[config.mk]
export PLATFORM = sky130hd
export DESIGN_NAME = ooo_issue_top
export DESIGN_NICKNAME = d
export VERILOG_FILES = /design/src/logic/ooo_pkg.sv /design/src/logic/issue_if.sv /design/src/logic/cdb_if.sv /design/src/logic/ooo_issue_top.sv /design/src/logic/cdb_arbiter.sv /design/src/logic/ls_pipe.sv /design/src/logic/alu_pipe.sv /design/src/logic/reservation_station.sv
export SDC_FILE = /design/constraint.sdc
export NUM_CORES = 1
export LEC_CHECK = 0
export BUFFER_PORTS_ARGS = -buffer_cell sky130_fd_sc_hd__buf_2
export CORE_MARGIN = 2
export CORE_UTILIZATION = 25
export DETAILED_ROUTE_END_ITERATION = 7
export SLEW_MARGIN = 20
export SYNTH_ARGS = -nofsm -noshare
export SYNTH_HDL_FRONTEND = slang
export SYNTH_SLANG_ARGS = --single-unit
[constraint.sdc]
create_clock -name clk -period 8.8 [get_ports clk]
set_input_delay 0.88 -clock clk [delete_from_list [all_inputs] [get_ports clk]]
set_output_delay 0.88 -clock clk [all_outputs]
set_load 0.01 [all_outputs]
[src/logic/ooo_pkg.sv]
package ooo_pkg;

  // ========================================
  // sizing
  // ========================================

  localparam int RS_DEPTH = 8;
  localparam int RS_IDX_W = 3;

  // pipe depths counted in edges from accept to the cdb request
  localparam int ALU_LATENCY = 1;
  localparam int LS_LATENCY  = 2;

  // ========================================
  // tags and entries
  // ========================================

  typedef logic [7:0]  tag_t;
  typedef logic [31:0] inst_num_t;

  // index of one reservation station entry
  typedef logic [RS_IDX_W-1:0] rs_idx_t;

  // ========================================
  // per-station payloads
  // ========================================

  typedef struct packed {
    logic [3:0]  alu_op;
    logic        alu_src2;
    logic [31:0] immediate;
  } alu_payload_t;

  typedef struct packed {
    logic        mem_read;
    logic        mem_write;
    logic        mem_to_reg;
    logic [2:0]  funct3;
    logic [31:0] immediate;
  } ls_payload_t;

endpackage
[src/logic/issue_if.sv]
`timescale 1ns/1ps

// one instruction leaving a station for its execution pipe
interface issue_if #(
  parameter type payload_t = logic
);

  logic               fire;
  logic               accept;
  ooo_pkg::inst_num_t inst_num;
  ooo_pkg::tag_t      dest;
  payload_t           payload;

  // fire may only rise while the pipe holds accept high
  modport source (
    output fire,
    output inst_num,
    output dest,
    output payload,
    input  accept
  );

  modport sink (
    input  fire,
    input  inst_num,
    input  dest,
    input  payload,
    output accept
  );

endinterface

[src/logic/cdb_if.sv]
`timescale 1ns/1ps

// one result broadcast on the common data bus
interface cdb_if;

  logic               valid;
  ooo_pkg::tag_t      tag;
  ooo_pkg::inst_num_t inst_num;

  modport source (
    output valid,
    output tag,
    output inst_num
  );

  modport sink (
    input valid,
    input tag,
    input inst_num
  );

endinterface

[src/logic/ooo_issue_top.sv]
`timescale 1ns/1ps

module ooo_issue_top (
  input  logic               clk,
  input  logic               rst,
  input  logic               flush,
  input  logic               alu_dispatch,
  input  ooo_pkg::inst_num_t alu_inst_num,
  input  ooo_pkg::tag_t      alu_dest,
  input  ooo_pkg::tag_t      alu_src1,
  input  ooo_pkg::tag_t      alu_src2,
  input  logic [1:0]         alu_src_ready,
  input  logic [3:0]         alu_op,
  input  logic               alu_src2_imm,
  input  logic [31:0]        alu_imm,
  input  logic               ls_dispatch,
  input  ooo_pkg::inst_num_t ls_inst_num,
  input  ooo_pkg::tag_t      ls_dest,
  input  ooo_pkg::tag_t      ls_src1,
  input  ooo_pkg::tag_t      ls_src2,
  input  logic [1:0]         ls_src_ready,
  input  logic               ls_mem_read,
  input  logic               ls_mem_write,
  input  logic               ls_mem_to_reg,
  input  logic [2:0]         ls_funct3,
  input  logic [31:0]        ls_imm,
  output logic               alu_full,
  output logic               ls_full,
  output logic               cdb_valid,
  output ooo_pkg::tag_t      cdb_tag,
  output ooo_pkg::inst_num_t cdb_inst_num,
  output logic               store_done,
  output ooo_pkg::inst_num_t store_inst_num
);

  ooo_pkg::alu_payload_t alu_payload;
  ooo_pkg::ls_payload_t  ls_payload;

  logic               alu_req;
  ooo_pkg::tag_t      alu_req_tag;
  ooo_pkg::inst_num_t alu_req_inst_num;
  logic               alu_grant;
  logic               ls_req;
  ooo_pkg::tag_t      ls_req_tag;
  ooo_pkg::inst_num_t ls_req_inst_num;
  logic               ls_grant;

  cdb_if                                        cdb_bus ();
  issue_if #(.payload_t(ooo_pkg::alu_payload_t)) alu_issue ();
  issue_if #(.payload_t(ooo_pkg::ls_payload_t))  ls_issue ();

  assign alu_payload.alu_op    = alu_op;
  assign alu_payload.alu_src2  = alu_src2_imm;
  assign alu_payload.immediate = alu_imm;

  assign ls_payload.mem_read   = ls_mem_read;
  assign ls_payload.mem_write  = ls_mem_write;
  assign ls_payload.mem_to_reg = ls_mem_to_reg;
  assign ls_payload.funct3     = ls_funct3;
  assign ls_payload.immediate  = ls_imm;

  // ========================================
  // stations
  // ========================================

  reservation_station #(.payload_t(ooo_pkg::alu_payload_t)) alu_rs (
    .clk(clk), .rst(rst), .flush(flush),
    .dispatch(alu_dispatch), .dispatch_inst_num(alu_inst_num),
    .dispatch_dest(alu_dest), .src1(alu_src1), .src2(alu_src2),
    .src_ready(alu_src_ready), .dispatch_payload(alu_payload),
    .full(alu_full), .cdb(cdb_bus.sink), .issue(alu_issue.source)
  );

  reservation_station #(.payload_t(ooo_pkg::ls_payload_t)) ls_rs (
    .clk(clk), .rst(rst), .flush(flush),
    .dispatch(ls_dispatch), .dispatch_inst_num(ls_inst_num),
    .dispatch_dest(ls_dest), .src1(ls_src1), .src2(ls_src2),
    .src_ready(ls_src_ready), .dispatch_payload(ls_payload),
    .full(ls_full), .cdb(cdb_bus.sink), .issue(ls_issue.source)
  );

  // ========================================
  // pipes and the shared bus
  // ========================================

  alu_pipe alu_exec (
    .clk(clk), .rst(rst), .flush(flush), .issue(alu_issue.sink),
    .req(alu_req), .req_tag(alu_req_tag), .req_inst_num(alu_req_inst_num),
    .grant(alu_grant)
  );

  ls_pipe ls_exec (
    .clk(clk), .rst(rst), .flush(flush), .issue(ls_issue.sink),
    .req(ls_req), .req_tag(ls_req_tag), .req_inst_num(ls_req_inst_num),
    .grant(ls_grant), .store_done(store_done), .store_inst_num(store_inst_num)
  );

  cdb_arbiter arb (
    .clk(clk), .rst(rst), .flush(flush),
    .alu_req(alu_req), .alu_tag(alu_req_tag), .alu_inst_num(alu_req_inst_num),
    .ls_req(ls_req), .ls_tag(ls_req_tag), .ls_inst_num(ls_req_inst_num),
    .alu_grant(alu_grant), .ls_grant(ls_grant), .cdb(cdb_bus.source)
  );

  assign cdb_valid    = cdb_bus.valid;
  assign cdb_tag      = cdb_bus.tag;
  assign cdb_inst_num = cdb_bus.inst_num;

endmodule

[src/logic/cdb_arbiter.sv]
`timescale 1ns/1ps

module cdb_arbiter (
  input  logic               clk,
  input  logic               rst,
  input  logic               flush,
  input  logic               alu_req,
  input  ooo_pkg::tag_t      alu_tag,
  input  ooo_pkg::inst_num_t alu_inst_num,
  input  logic               ls_req,
  input  ooo_pkg::tag_t      ls_tag,
  input  ooo_pkg::inst_num_t ls_inst_num,
  output logic               alu_grant,
  output logic               ls_grant,
  cdb_if.source              cdb
);

  // set when the load/store pipe wins the next contested cycle
  logic ls_first;

  always_comb begin
    alu_grant = alu_req && (!ls_req || !ls_first);
    ls_grant  = ls_req && (!alu_req || ls_first);
  end

  always_ff @(posedge clk) begin
    if (rst || flush) begin
      cdb.valid <= 1'b0;
      ls_first  <= 1'b0;
    end else begin
      cdb.valid <= alu_grant || ls_grant;
      // priority only turns over when both pipes asked
      if (alu_req && ls_req) begin
        ls_first <= !ls_first;
      end
    end
  end

  always_ff @(posedge clk) begin
    if (alu_grant) begin
      cdb.tag      <= alu_tag;
      cdb.inst_num <= alu_inst_num;
    end else if (ls_grant) begin
      cdb.tag      <= ls_tag;
      cdb.inst_num <= ls_inst_num;
    end
  end

endmodule

[src/logic/ls_pipe.sv]
`timescale 1ns/1ps

module ls_pipe (
  input  logic               clk,
  input  logic               rst,
  input  logic               flush,
  issue_if.sink              issue,
  output logic               req,
  output ooo_pkg::tag_t      req_tag,
  output ooo_pkg::inst_num_t req_inst_num,
  input  logic               grant,
  output logic               store_done,
  output ooo_pkg::inst_num_t store_inst_num
);

  logic [ooo_pkg::LS_LATENCY-1:0] stage_valid;
  logic [ooo_pkg::LS_LATENCY-1:0] stage_free;
  logic [ooo_pkg::LS_LATENCY-1:0] stage_store;
  ooo_pkg::tag_t                  stage_tag  [ooo_pkg::LS_LATENCY];
  ooo_pkg::inst_num_t             stage_inst [ooo_pkg::LS_LATENCY];

  logic last_valid;
  logic last_store;

  assign last_valid = stage_valid[ooo_pkg::LS_LATENCY-1];
  assign last_store = stage_store[ooo_pkg::LS_LATENCY-1];

  // ========================================
  // stall from the back
  // ========================================

  // a store leaves the last stage at once, a load waits for its grant
  always_comb begin
    stage_free[ooo_pkg::LS_LATENCY-1] = !last_valid || last_store || grant;
    for (int i = ooo_pkg::LS_LATENCY - 2; i >= 0; i--) begin
      stage_free[i] = !stage_valid[i] || stage_free[i+1];
    end
  end

  assign issue.accept = stage_free[0];

  always_ff @(posedge clk) begin
    if (rst || flush) begin
      stage_valid <= '0;
    end else begin
      if (stage_free[0]) begin
        stage_valid[0] <= issue.fire;
      end
      for (int i = 1; i < ooo_pkg::LS_LATENCY; i++) begin
        if (stage_free[i]) begin
          stage_valid[i] <= stage_valid[i-1];
        end
      end
    end
  end

  always_ff @(posedge clk) begin
    if (stage_free[0]) begin
      stage_store[0] <= issue.payload.mem_write;
      stage_tag[0]   <= issue.dest;
      stage_inst[0]  <= issue.inst_num;
    end
    for (int i = 1; i < ooo_pkg::LS_LATENCY; i++) begin
      if (stage_free[i]) begin
        stage_store[i] <= stage_store[i-1];
        stage_tag[i]   <= stage_tag[i-1];
        stage_inst[i]  <= stage_inst[i-1];
      end
    end
  end

  // ========================================
  // completion
  // ========================================

  assign req          = last_valid && !last_store;
  assign req_tag      = stage_tag[ooo_pkg::LS_LATENCY-1];
  assign req_inst_num = stage_inst[ooo_pkg::LS_LATENCY-1];

  // one cycle wide, since a store never stalls in the last stage
  assign store_done     = last_valid && last_store;
  assign store_inst_num = stage_inst[ooo_pkg::LS_LATENCY-1];

endmodule

[src/logic/alu_pipe.sv]
`timescale 1ns/1ps

module alu_pipe (
  input  logic               clk,
  input  logic               rst,
  input  logic               flush,
  issue_if.sink              issue,
  output logic               req,
  output ooo_pkg::tag_t      req_tag,
  output ooo_pkg::inst_num_t req_inst_num,
  input  logic               grant
);

  logic [ooo_pkg::ALU_LATENCY-1:0] stage_valid;
  logic [ooo_pkg::ALU_LATENCY-1:0] stage_free;
  ooo_pkg::tag_t                   stage_tag  [ooo_pkg::ALU_LATENCY];
  ooo_pkg::inst_num_t              stage_inst [ooo_pkg::ALU_LATENCY];

  // the last stage is the result register and frees only on a grant
  always_comb begin
    stage_free[ooo_pkg::ALU_LATENCY-1] = !stage_valid[ooo_pkg::ALU_LATENCY-1] || grant;
    for (int i = ooo_pkg::ALU_LATENCY - 2; i >= 0; i--) begin
      stage_free[i] = !stage_valid[i] || stage_free[i+1];
    end
  end

  assign issue.accept = stage_free[0];

  always_ff @(posedge clk) begin
    if (rst || flush) begin
      stage_valid <= '0;
    end else begin
      if (stage_free[0]) begin
        stage_valid[0] <= issue.fire;
      end
      for (int i = 1; i < ooo_pkg::ALU_LATENCY; i++) begin
        if (stage_free[i]) begin
          stage_valid[i] <= stage_valid[i-1];
        end
      end
    end
  end

  always_ff @(posedge clk) begin
    if (stage_free[0]) begin
      stage_tag[0]  <= issue.dest;
      stage_inst[0] <= issue.inst_num;
    end
    for (int i = 1; i < ooo_pkg::ALU_LATENCY; i++) begin
      if (stage_free[i]) begin
        stage_tag[i]  <= stage_tag[i-1];
        stage_inst[i] <= stage_inst[i-1];
      end
    end
  end

  assign req          = stage_valid[ooo_pkg::ALU_LATENCY-1];
  assign req_tag      = stage_tag[ooo_pkg::ALU_LATENCY-1];
  assign req_inst_num = stage_inst[ooo_pkg::ALU_LATENCY-1];

endmodule

[src/logic/reservation_station.sv]
`timescale 1ns/1ps

module reservation_station #(
  parameter type payload_t = logic
) (
  input  logic               clk,
  input  logic               rst,
  input  logic               flush,
  input  logic               dispatch,
  input  ooo_pkg::inst_num_t dispatch_inst_num,
  input  ooo_pkg::tag_t      dispatch_dest,
  input  ooo_pkg::tag_t      src1,
  input  ooo_pkg::tag_t      src2,
  input  logic [1:0]         src_ready,
  input  payload_t           dispatch_payload,
  output logic               full,
  cdb_if.sink                cdb,
  issue_if.source            issue
);

  // ========================================
  // entry storage
  // ========================================

  logic [ooo_pkg::RS_DEPTH-1:0] occupied;
  logic [ooo_pkg::RS_DEPTH-1:0] rdy1;
  logic [ooo_pkg::RS_DEPTH-1:0] rdy2;

  ooo_pkg::tag_t      src1_q    [ooo_pkg::RS_DEPTH];
  ooo_pkg::tag_t      src2_q    [ooo_pkg::RS_DEPTH];
  ooo_pkg::tag_t      dest_q    [ooo_pkg::RS_DEPTH];
  ooo_pkg::inst_num_t inst_q    [ooo_pkg::RS_DEPTH];
  payload_t           payload_q [ooo_pkg::RS_DEPTH];

  ooo_pkg::rs_idx_t alloc_idx;
  logic             alloc_ok;
  logic             do_alloc;
  ooo_pkg::rs_idx_t sel_idx;
  logic             sel_ok;

  // a result on the bus right now counts as ready for the incoming sources
  logic bypass1;
  logic bypass2;

  assign bypass1 = cdb.valid && (src1 == cdb.tag);
  assign bypass2 = cdb.valid && (src2 == cdb.tag);

  assign full     = &occupied;
  assign do_alloc = dispatch && alloc_ok;

  // ========================================
  // allocation and selection
  // ========================================

  // lowest free index wins, so scan from the top down
  always_comb begin
    alloc_ok  = 1'b0;
    alloc_idx = '0;
    for (int i = ooo_pkg::RS_DEPTH - 1; i >= 0; i--) begin
      if (!occupied[i]) begin
        alloc_ok  = 1'b1;
        alloc_idx = ooo_pkg::rs_idx_t'(i);
      end
    end
  end

  // lowest index with both sources ready goes next
  always_comb begin
    sel_ok  = 1'b0;
    sel_idx = '0;
    for (int i = ooo_pkg::RS_DEPTH - 1; i >= 0; i--) begin
      if (occupied[i] && rdy1[i] && rdy2[i]) begin
        sel_ok  = 1'b1;
        sel_idx = ooo_pkg::rs_idx_t'(i);
      end
    end
  end

  assign issue.fire     = sel_ok && issue.accept;
  assign issue.inst_num = inst_q[sel_idx];
  assign issue.dest     = dest_q[sel_idx];
  assign issue.payload  = payload_q[sel_idx];

  // ========================================
  // control state
  // ========================================

  always_ff @(posedge clk) begin
    if (rst || flush) begin
      occupied <= '0;
      rdy1     <= '0;
      rdy2     <= '0;
    end else begin
      // wakeup of waiting entries
      for (int i = 0; i < ooo_pkg::RS_DEPTH; i++) begin
        if (cdb.valid && occupied[i] && (src1_q[i] == cdb.tag)) begin
          rdy1[i] <= 1'b1;
        end
        if (cdb.valid && occupied[i] && (src2_q[i] == cdb.tag)) begin
          rdy2[i] <= 1'b1;
        end
      end

      // the issued entry is freed at the same edge it leaves
      if (issue.fire) begin
        occupied[sel_idx] <= 1'b0;
      end

      // allocation only ever targets a free entry, never the one issuing
      if (do_alloc) begin
        occupied[alloc_idx] <= 1'b1;
        rdy1[alloc_idx]     <= src_ready[0] || bypass1;
        rdy2[alloc_idx]     <= src_ready[1] || bypass2;
      end
    end
  end

  // ========================================
  // payload capture
  // ========================================

  always_ff @(posedge clk) begin
    if (do_alloc) begin
      src1_q[alloc_idx]    <= src1;
      src2_q[alloc_idx]    <= src2;
      dest_q[alloc_idx]    <= dispatch_dest;
      inst_q[alloc_idx]    <= dispatch_inst_num;
      payload_q[alloc_idx] <= dispatch_payload;
    end
  end

endmodule

* Word level (Yosys, flattened, before mapping) *
Memories as Yosys holds them, arrays and structs flattened. A register that Yosys moved wholly into a read port is not among the register bits.
Index checks and enable logic that the tools add are counted.

word-level totals
  bits in registers = 94
  memories = 13
  input port bits = 196
  word-level logic and storage cells = 359
  output and inout port bits = 76
  RAM bits = 1,320

memory list
  memory           depth  width  read ports  clocked after Yosys merged registers in  write ports  line                       text
  ls_rs.payload_q  8      38     1           1                                        1            reservation_station.sv:33  payload_t payload_q [ooo_pkg::RS_DEPTH];
  alu_rs.inst_q    8      32     1           0                                        1            reservation_station.sv:32  ooo_pkg::inst_num_t inst_q [ooo_pkg::RS_DEPTH];
  ls_rs.inst_q     8      32     1           0                                        1            reservation_station.sv:32
  alu_rs.dest_q    8      8      1           0                                        1            reservation_station.sv:31  ooo_pkg::tag_t dest_q [ooo_pkg::RS_DEPTH];
  alu_rs.src1_q    8      8      8           0                                        1            reservation_station.sv:29  ooo_pkg::tag_t src1_q [ooo_pkg::RS_DEPTH];
  alu_rs.src2_q    8      8      8           0                                        1            reservation_station.sv:30  ooo_pkg::tag_t src2_q [ooo_pkg::RS_DEPTH];
  7 more memories  n/a    n/a    n/a         n/a                                      n/a          n/a

operators by class
  muxes and demuxes = 164
  bitwise operators = 6
  equality and inequality tests = 36
  reductions and logical operators = 118
  magnitude comparators = 8

operator list
  kind                count
  $eq 8x8->1          36
  $mux 1              110
  $logic_and 1x1->1   97
  $mux 3              32
  $mux 8              12
  $mux 32             2
  $bwmux 8            4
  $and 8x8->8         2
  $lt 3x4->1 const B  4
  $not 8->8           2
  $or 8x8->8          2
  $reduce_and 8->1    2
  $demux 1 s3         4
  $ge 3x1->1 const B  4
  $logic_or 1x1->1    12
  $logic_not 1->1     6
  $reduce_bool 2->1   1

* Longest topological paths before layout *
  word-level depth = 20
  depth in mapped cells = 10
  gate-level depth less buffers = 7

* Modules after synthesis *
From an unflattened synthesis, not the netlist that was laid out.

unflattened totals
  cell total of the unflattened synthesis = 3,668
  area, all modules = 66,406.2 um2

by module, submodules not included
  module                        area each (um2)  seq. area each (um2)  cells each  times used
  reservation_station (ls_rs)   30,245.3         23,062.1              1,691       1
  reservation_station (alu_rs)  29,996.3         22,821.9              1,673       1
  ls_pipe                       3,105.5          2,502.4               165         1
  cdb_arbiter                   1,808.0          1,241.2               95          1
  alu_pipe                      1,251.2          1,221.2               44          1

* Least setup slack after synthesis *
Ideal clock, no wire load.

  path kind = input-to-reg
  from = in alu_dispatch
  to = mem alu_rs.dest_q[5][0] (netlist name) (enable)
  stages on the path = 3
  path buffers = 0
  data required time = 8.237 ns
  arrival = 5.661 ns
  setup time = 0.563 ns
  setup slack = 2.576 ns
  cells stage by stage = nand3_1 -> or2_2 -> nor3b_1

on the way
  cells in the longest elaborated chain, start to end = 3

RTL lines
  element                       line                        text
  start: declaration            ooo_issue_top.sv:7          input logic alu_dispatch,
  $logic_and 1x1->1             reservation_station.sv:49   assign do_alloc = dispatch && alloc_ok;
  $mux 1                        n/a
  $mux 1 (implied by the code)  reservation_station.sv:126  dest_q[alloc_idx] <= dispatch_dest;
  end: declaration              reservation_station.sv:31

No other way between the ends.

==> results.sh <==
export IMPL_outcome="finished clean"
export IMPL_async_flop_share=0
export IMPL_post_route_util=0.2904
export IMPL_max_cap_violations=0
export IMPL_r2r_start="ls_rs.occupied[0]"
export IMPL_dr_total_vias=23700
export IMPL_grt_max_degree=84
export IMPL_cts_buffers=99
export IMPL_timing_setup_tns_ns=0
export IMPL_synth_mux_area_fraction=0.02896
export IMPL_crit_type="flop to flop"
export IMPL_grt_first_pass_wirelength_um=163600
export IMPL_stdcell_count=5247
export IMPL_syn_avg_cell_area_um2=16.34
export IMPL_cts_tree="done"
export IMPL_fin_crit_ns=3.883
export IMPL_grt_usage=0.1230
export IMPL_multi_input_area_um2=9646
export IMPL_areaGrowthSynthToFinish_pct=15.66
export IMPL_drt_pass1_iterations=5
export IMPL_cts_resized=0
export IMPL_wl_um=112100
export IMPL_seq_area_um2=33070
export IMPL_cp_start_kind="flop"
export IMPL_yosys_area_share_simple=0.04789
export IMPL_rows=153
export IMPL_fp_dieW_um=421.4
export IMPL_path_common_cell="nand3_1"
export IMPL_cts_setup_buffers=0
export IMPL_hold_class="flop to flop"
export IMPL_gp_congestion=0.7720
export IMPL_ys_warn_count=0
export IMPL_synth_edf_count=1066
export IMPL_avgRoutedWirePerCell_um=21.37
export IMPL_ys_seq_area_frac=0.7594
export IMPL_slowest_delay_ns=0.91
export IMPL_clockBufferDepth=3
export IMPL_yosys_area_top_type_share=0.7350
export IMPL_synth_compound_area_frac=0.08239
export IMPL_path_max_fanout=67
export IMPL_worstPathCellList="nand3_1, nand3_1, o221a_4, buf_4, mux2i_1, o211ai_1"
export IMPL_hold_violations=0
export IMPL_drc=0
export IMPL_drt_iter0_markers=1504
export IMPL_ys_ff_latch=1119
export IMPL_cp_arrival_ns=4.27
export IMPL_switching_share=0.2059
export IMPL_dp_cells=5047
export IMPL_htreeDepth=3
export IMPL_rsz0062_at_grt="no"
export IMPL_dr_wl_met2_um=58220
export IMPL_powerDensity_nw_per_um2=208.9
export IMPL_vdd_ir_drop_max_uv=151.9
export IMPL_dieArea_um2=177600
export IMPL_crit_slowest_cell="o221a_4"
export IMPL_setup_viol=0
export IMPL_synth_most_common_cell="edfxtp_1"
export IMPL_synth_top_family_by_area="compound AO/OA/AOI/OAI gates"
export IMPL_cp_required_ns=9.19
export IMPL_ys_flop_type="edfxtp_1"
export IMPL_netlist_area_um2=43550
export IMPL_ctsHoldBuffers=0
export IMPL_grt_pass1_vias=23620
export IMPL_synth_area_leaders="edfxtp_1 74%, xor2_1 4.0%, dfxtp_1 2.4%"
export IMPL_dp_hpwl_um=64060
export IMPL_p_leak_uw=0.01683
export IMPL_overflow=0
export IMPL_synthesis_nets=2861
export IMPL_clockPowerShare=0.415
export IMPL_port_buffers=197
export IMPL_p_int_uw=8357
export IMPL_cp_startpoint="ls_rs.occupied[0]"
export IMPL_die_h_um=421.4
export IMPL_drive_gt1_frac=0.1671
export IMPL_clk_pin_slew_ns=0.07
export IMPL_pin_count=272
export IMPL_hp_start="ls_exec.stage_inst[0][2]"
export IMPL_synth_xor_area_frac=0.05752
export IMPL_cts_sinks=1119
export IMPL_fp_coreArea_um2=173400
export IMPL_period_share=0.4413
export IMPL_initial_core_util=0.2511
export IMPL_worstSkewPairLatency_ns=0.72
export IMPL_ys_types=51
export IMPL_worstMarginPinSlew_ns=1.094
export IMPL_drv_slew=0
export IMPL_wirelength_met1_um=43430
export IMPL_clock_skew_final_ns=0.05649
export IMPL_layout_nets=3019
export IMPL_power_switching_uw=2167
export IMPL_syn_instance_count=2665
export IMPL_root_buffer="clkbuf_16"
export IMPL_fmax_mhz=257.5
export IMPL_endpoint_kind="flop"
export IMPL_slew_limit_headroom=0.2675
export IMPL_seq_power_share=0.566
export IMPL_ys_top_cells_by_count="1066 x edfxtp_1, 201 x xor2_1, 97 x nor2_1"
export IMPL_antenna_found_initial=43
export IMPL_pwr_share_comb=0.019
export IMPL_synthAdderAreaFrac=0
export IMPL_route_met3_wl_um=5688
export IMPL_vias_per_cell=4.517
export IMPL_ant_nets=0
export IMPL_synth_largest_area_cell="edfxtp_1"
export IMPL_routed_top_layer="met5"
export IMPL_nFillCells=17230
worst paths after layout:
| kind | endpoint | slack (ns) | cells past startpoint |
|---|---|---|---|
| worst max-delay path | ls_exec.stage_inst[0][17] | 4.92 | 6 |
| worst max register to register | ls_exec.stage_inst[0][17] | 4.92 | 6 |
| worst min register to register | ls_exec.stage_inst[0][34] | 0.40 | 0 |
| worst min-delay path | ls_exec.stage_inst[0][34] | 0.40 | 0 |
flip-flops by register name (all words and copies together) (netlist names), 32 cells and up:
name and flops:
alu_rs.inst_q 256, ls_rs.dest_q 64, ls_rs.src2_q 64, alu_exec.stage_inst 32, ls_rs.src1_q 64, alu_rs.src1_q 64, alu_rs.dest_q 64, ls_rs.inst_q 256
alu_rs.src2_q 64, arb.cdb.inst_num 32, ls_exec.stage_inst 64
per-layer routing:
layer / vias up / track usage
li1: 10730 / -
met1: 12120 / 0.1427
met2: 628 / 0.2198
met3: 203 / 0.02006
met4: 22 / 0.05926
met5: - / 0
cell usage in the layout (no fill, tap or decap), drive strengths merged, types with 41 or more instances in the layout:
cell type,synthesis,final
edfxtp,1066,1066
buf,109,251
xor2,201,201
clkbuf,85,123
nor2,97,97
a21oi,85,85
xnor2,85,85
a211oi,84,84
mux2i,81,81
a22oi,80,80
nand3,66,66
nand2,63,63
nor4,62,62
o21ai,56,56
dfxtp,53,53
a31oi,50,50
and3,47,47
clkinv,0,43
o22ai,42,42
a221o,41,41
o211ai,41,41
per-stage QoR:
step                      setup slack, ns  hold WS, ns  instance area, um2  total power (uW)
after CTS                           4.938       0.3667               50340             10620
final                               4.917       0.3961               50370             10520
after global routing                4.754       0.4048               50370             10820
after detailed placement            4.936       0.4052               47070              6272
after global placement              5.009       0.4032               47070              6266
after floorplan                     2.576       0.4003               43550              6132
kinds of logic (layout without fill, tap and decap cells):
family,count (synthesis),count (layout)
AOI/OAI and AO/OA,524,524
xor gates and xnor gates,286,286
buffers and inverters,207,450
DFF,1119,1119
muxes,121,121
other,0,14
and+or+nand+nor,408,408
power groups by stage:
stage | Combinational, uW | Clock (uW) | Sequential, uW
floorplan | 85.3 | 0 | 6050
global placement | 201 | 0 | 6060
detailed placement | 206 | 0 | 6070
CTS | 207 | 4460 | 5950
global route | 223 | 4650 | 5950
finish | 204 | 4370 | 5950
cell type report:
type,instances,share of cell area
flip-flops and latches,1119,0.6566
multi-input cells,1339,0.1915
well taps,2325,0.05775
clock buffers,123,0.05216
repair buffers,251,0.02762
clock inverters,63,0.01274
inverters,13,0.0009688
diodes,14,0.0006955
critical path, delay by kind of cell, from the launching register on:
family                 cells  cell delay [ns]
AO/OA/AOI/OAI              2             1.07
buffers and inverters      1             0.82
flip-flops                 1             0.64
multiplexers               1             0.26
AND/OR/NAND/NOR            2             0.70
Power figures use the tool's default switching activity.
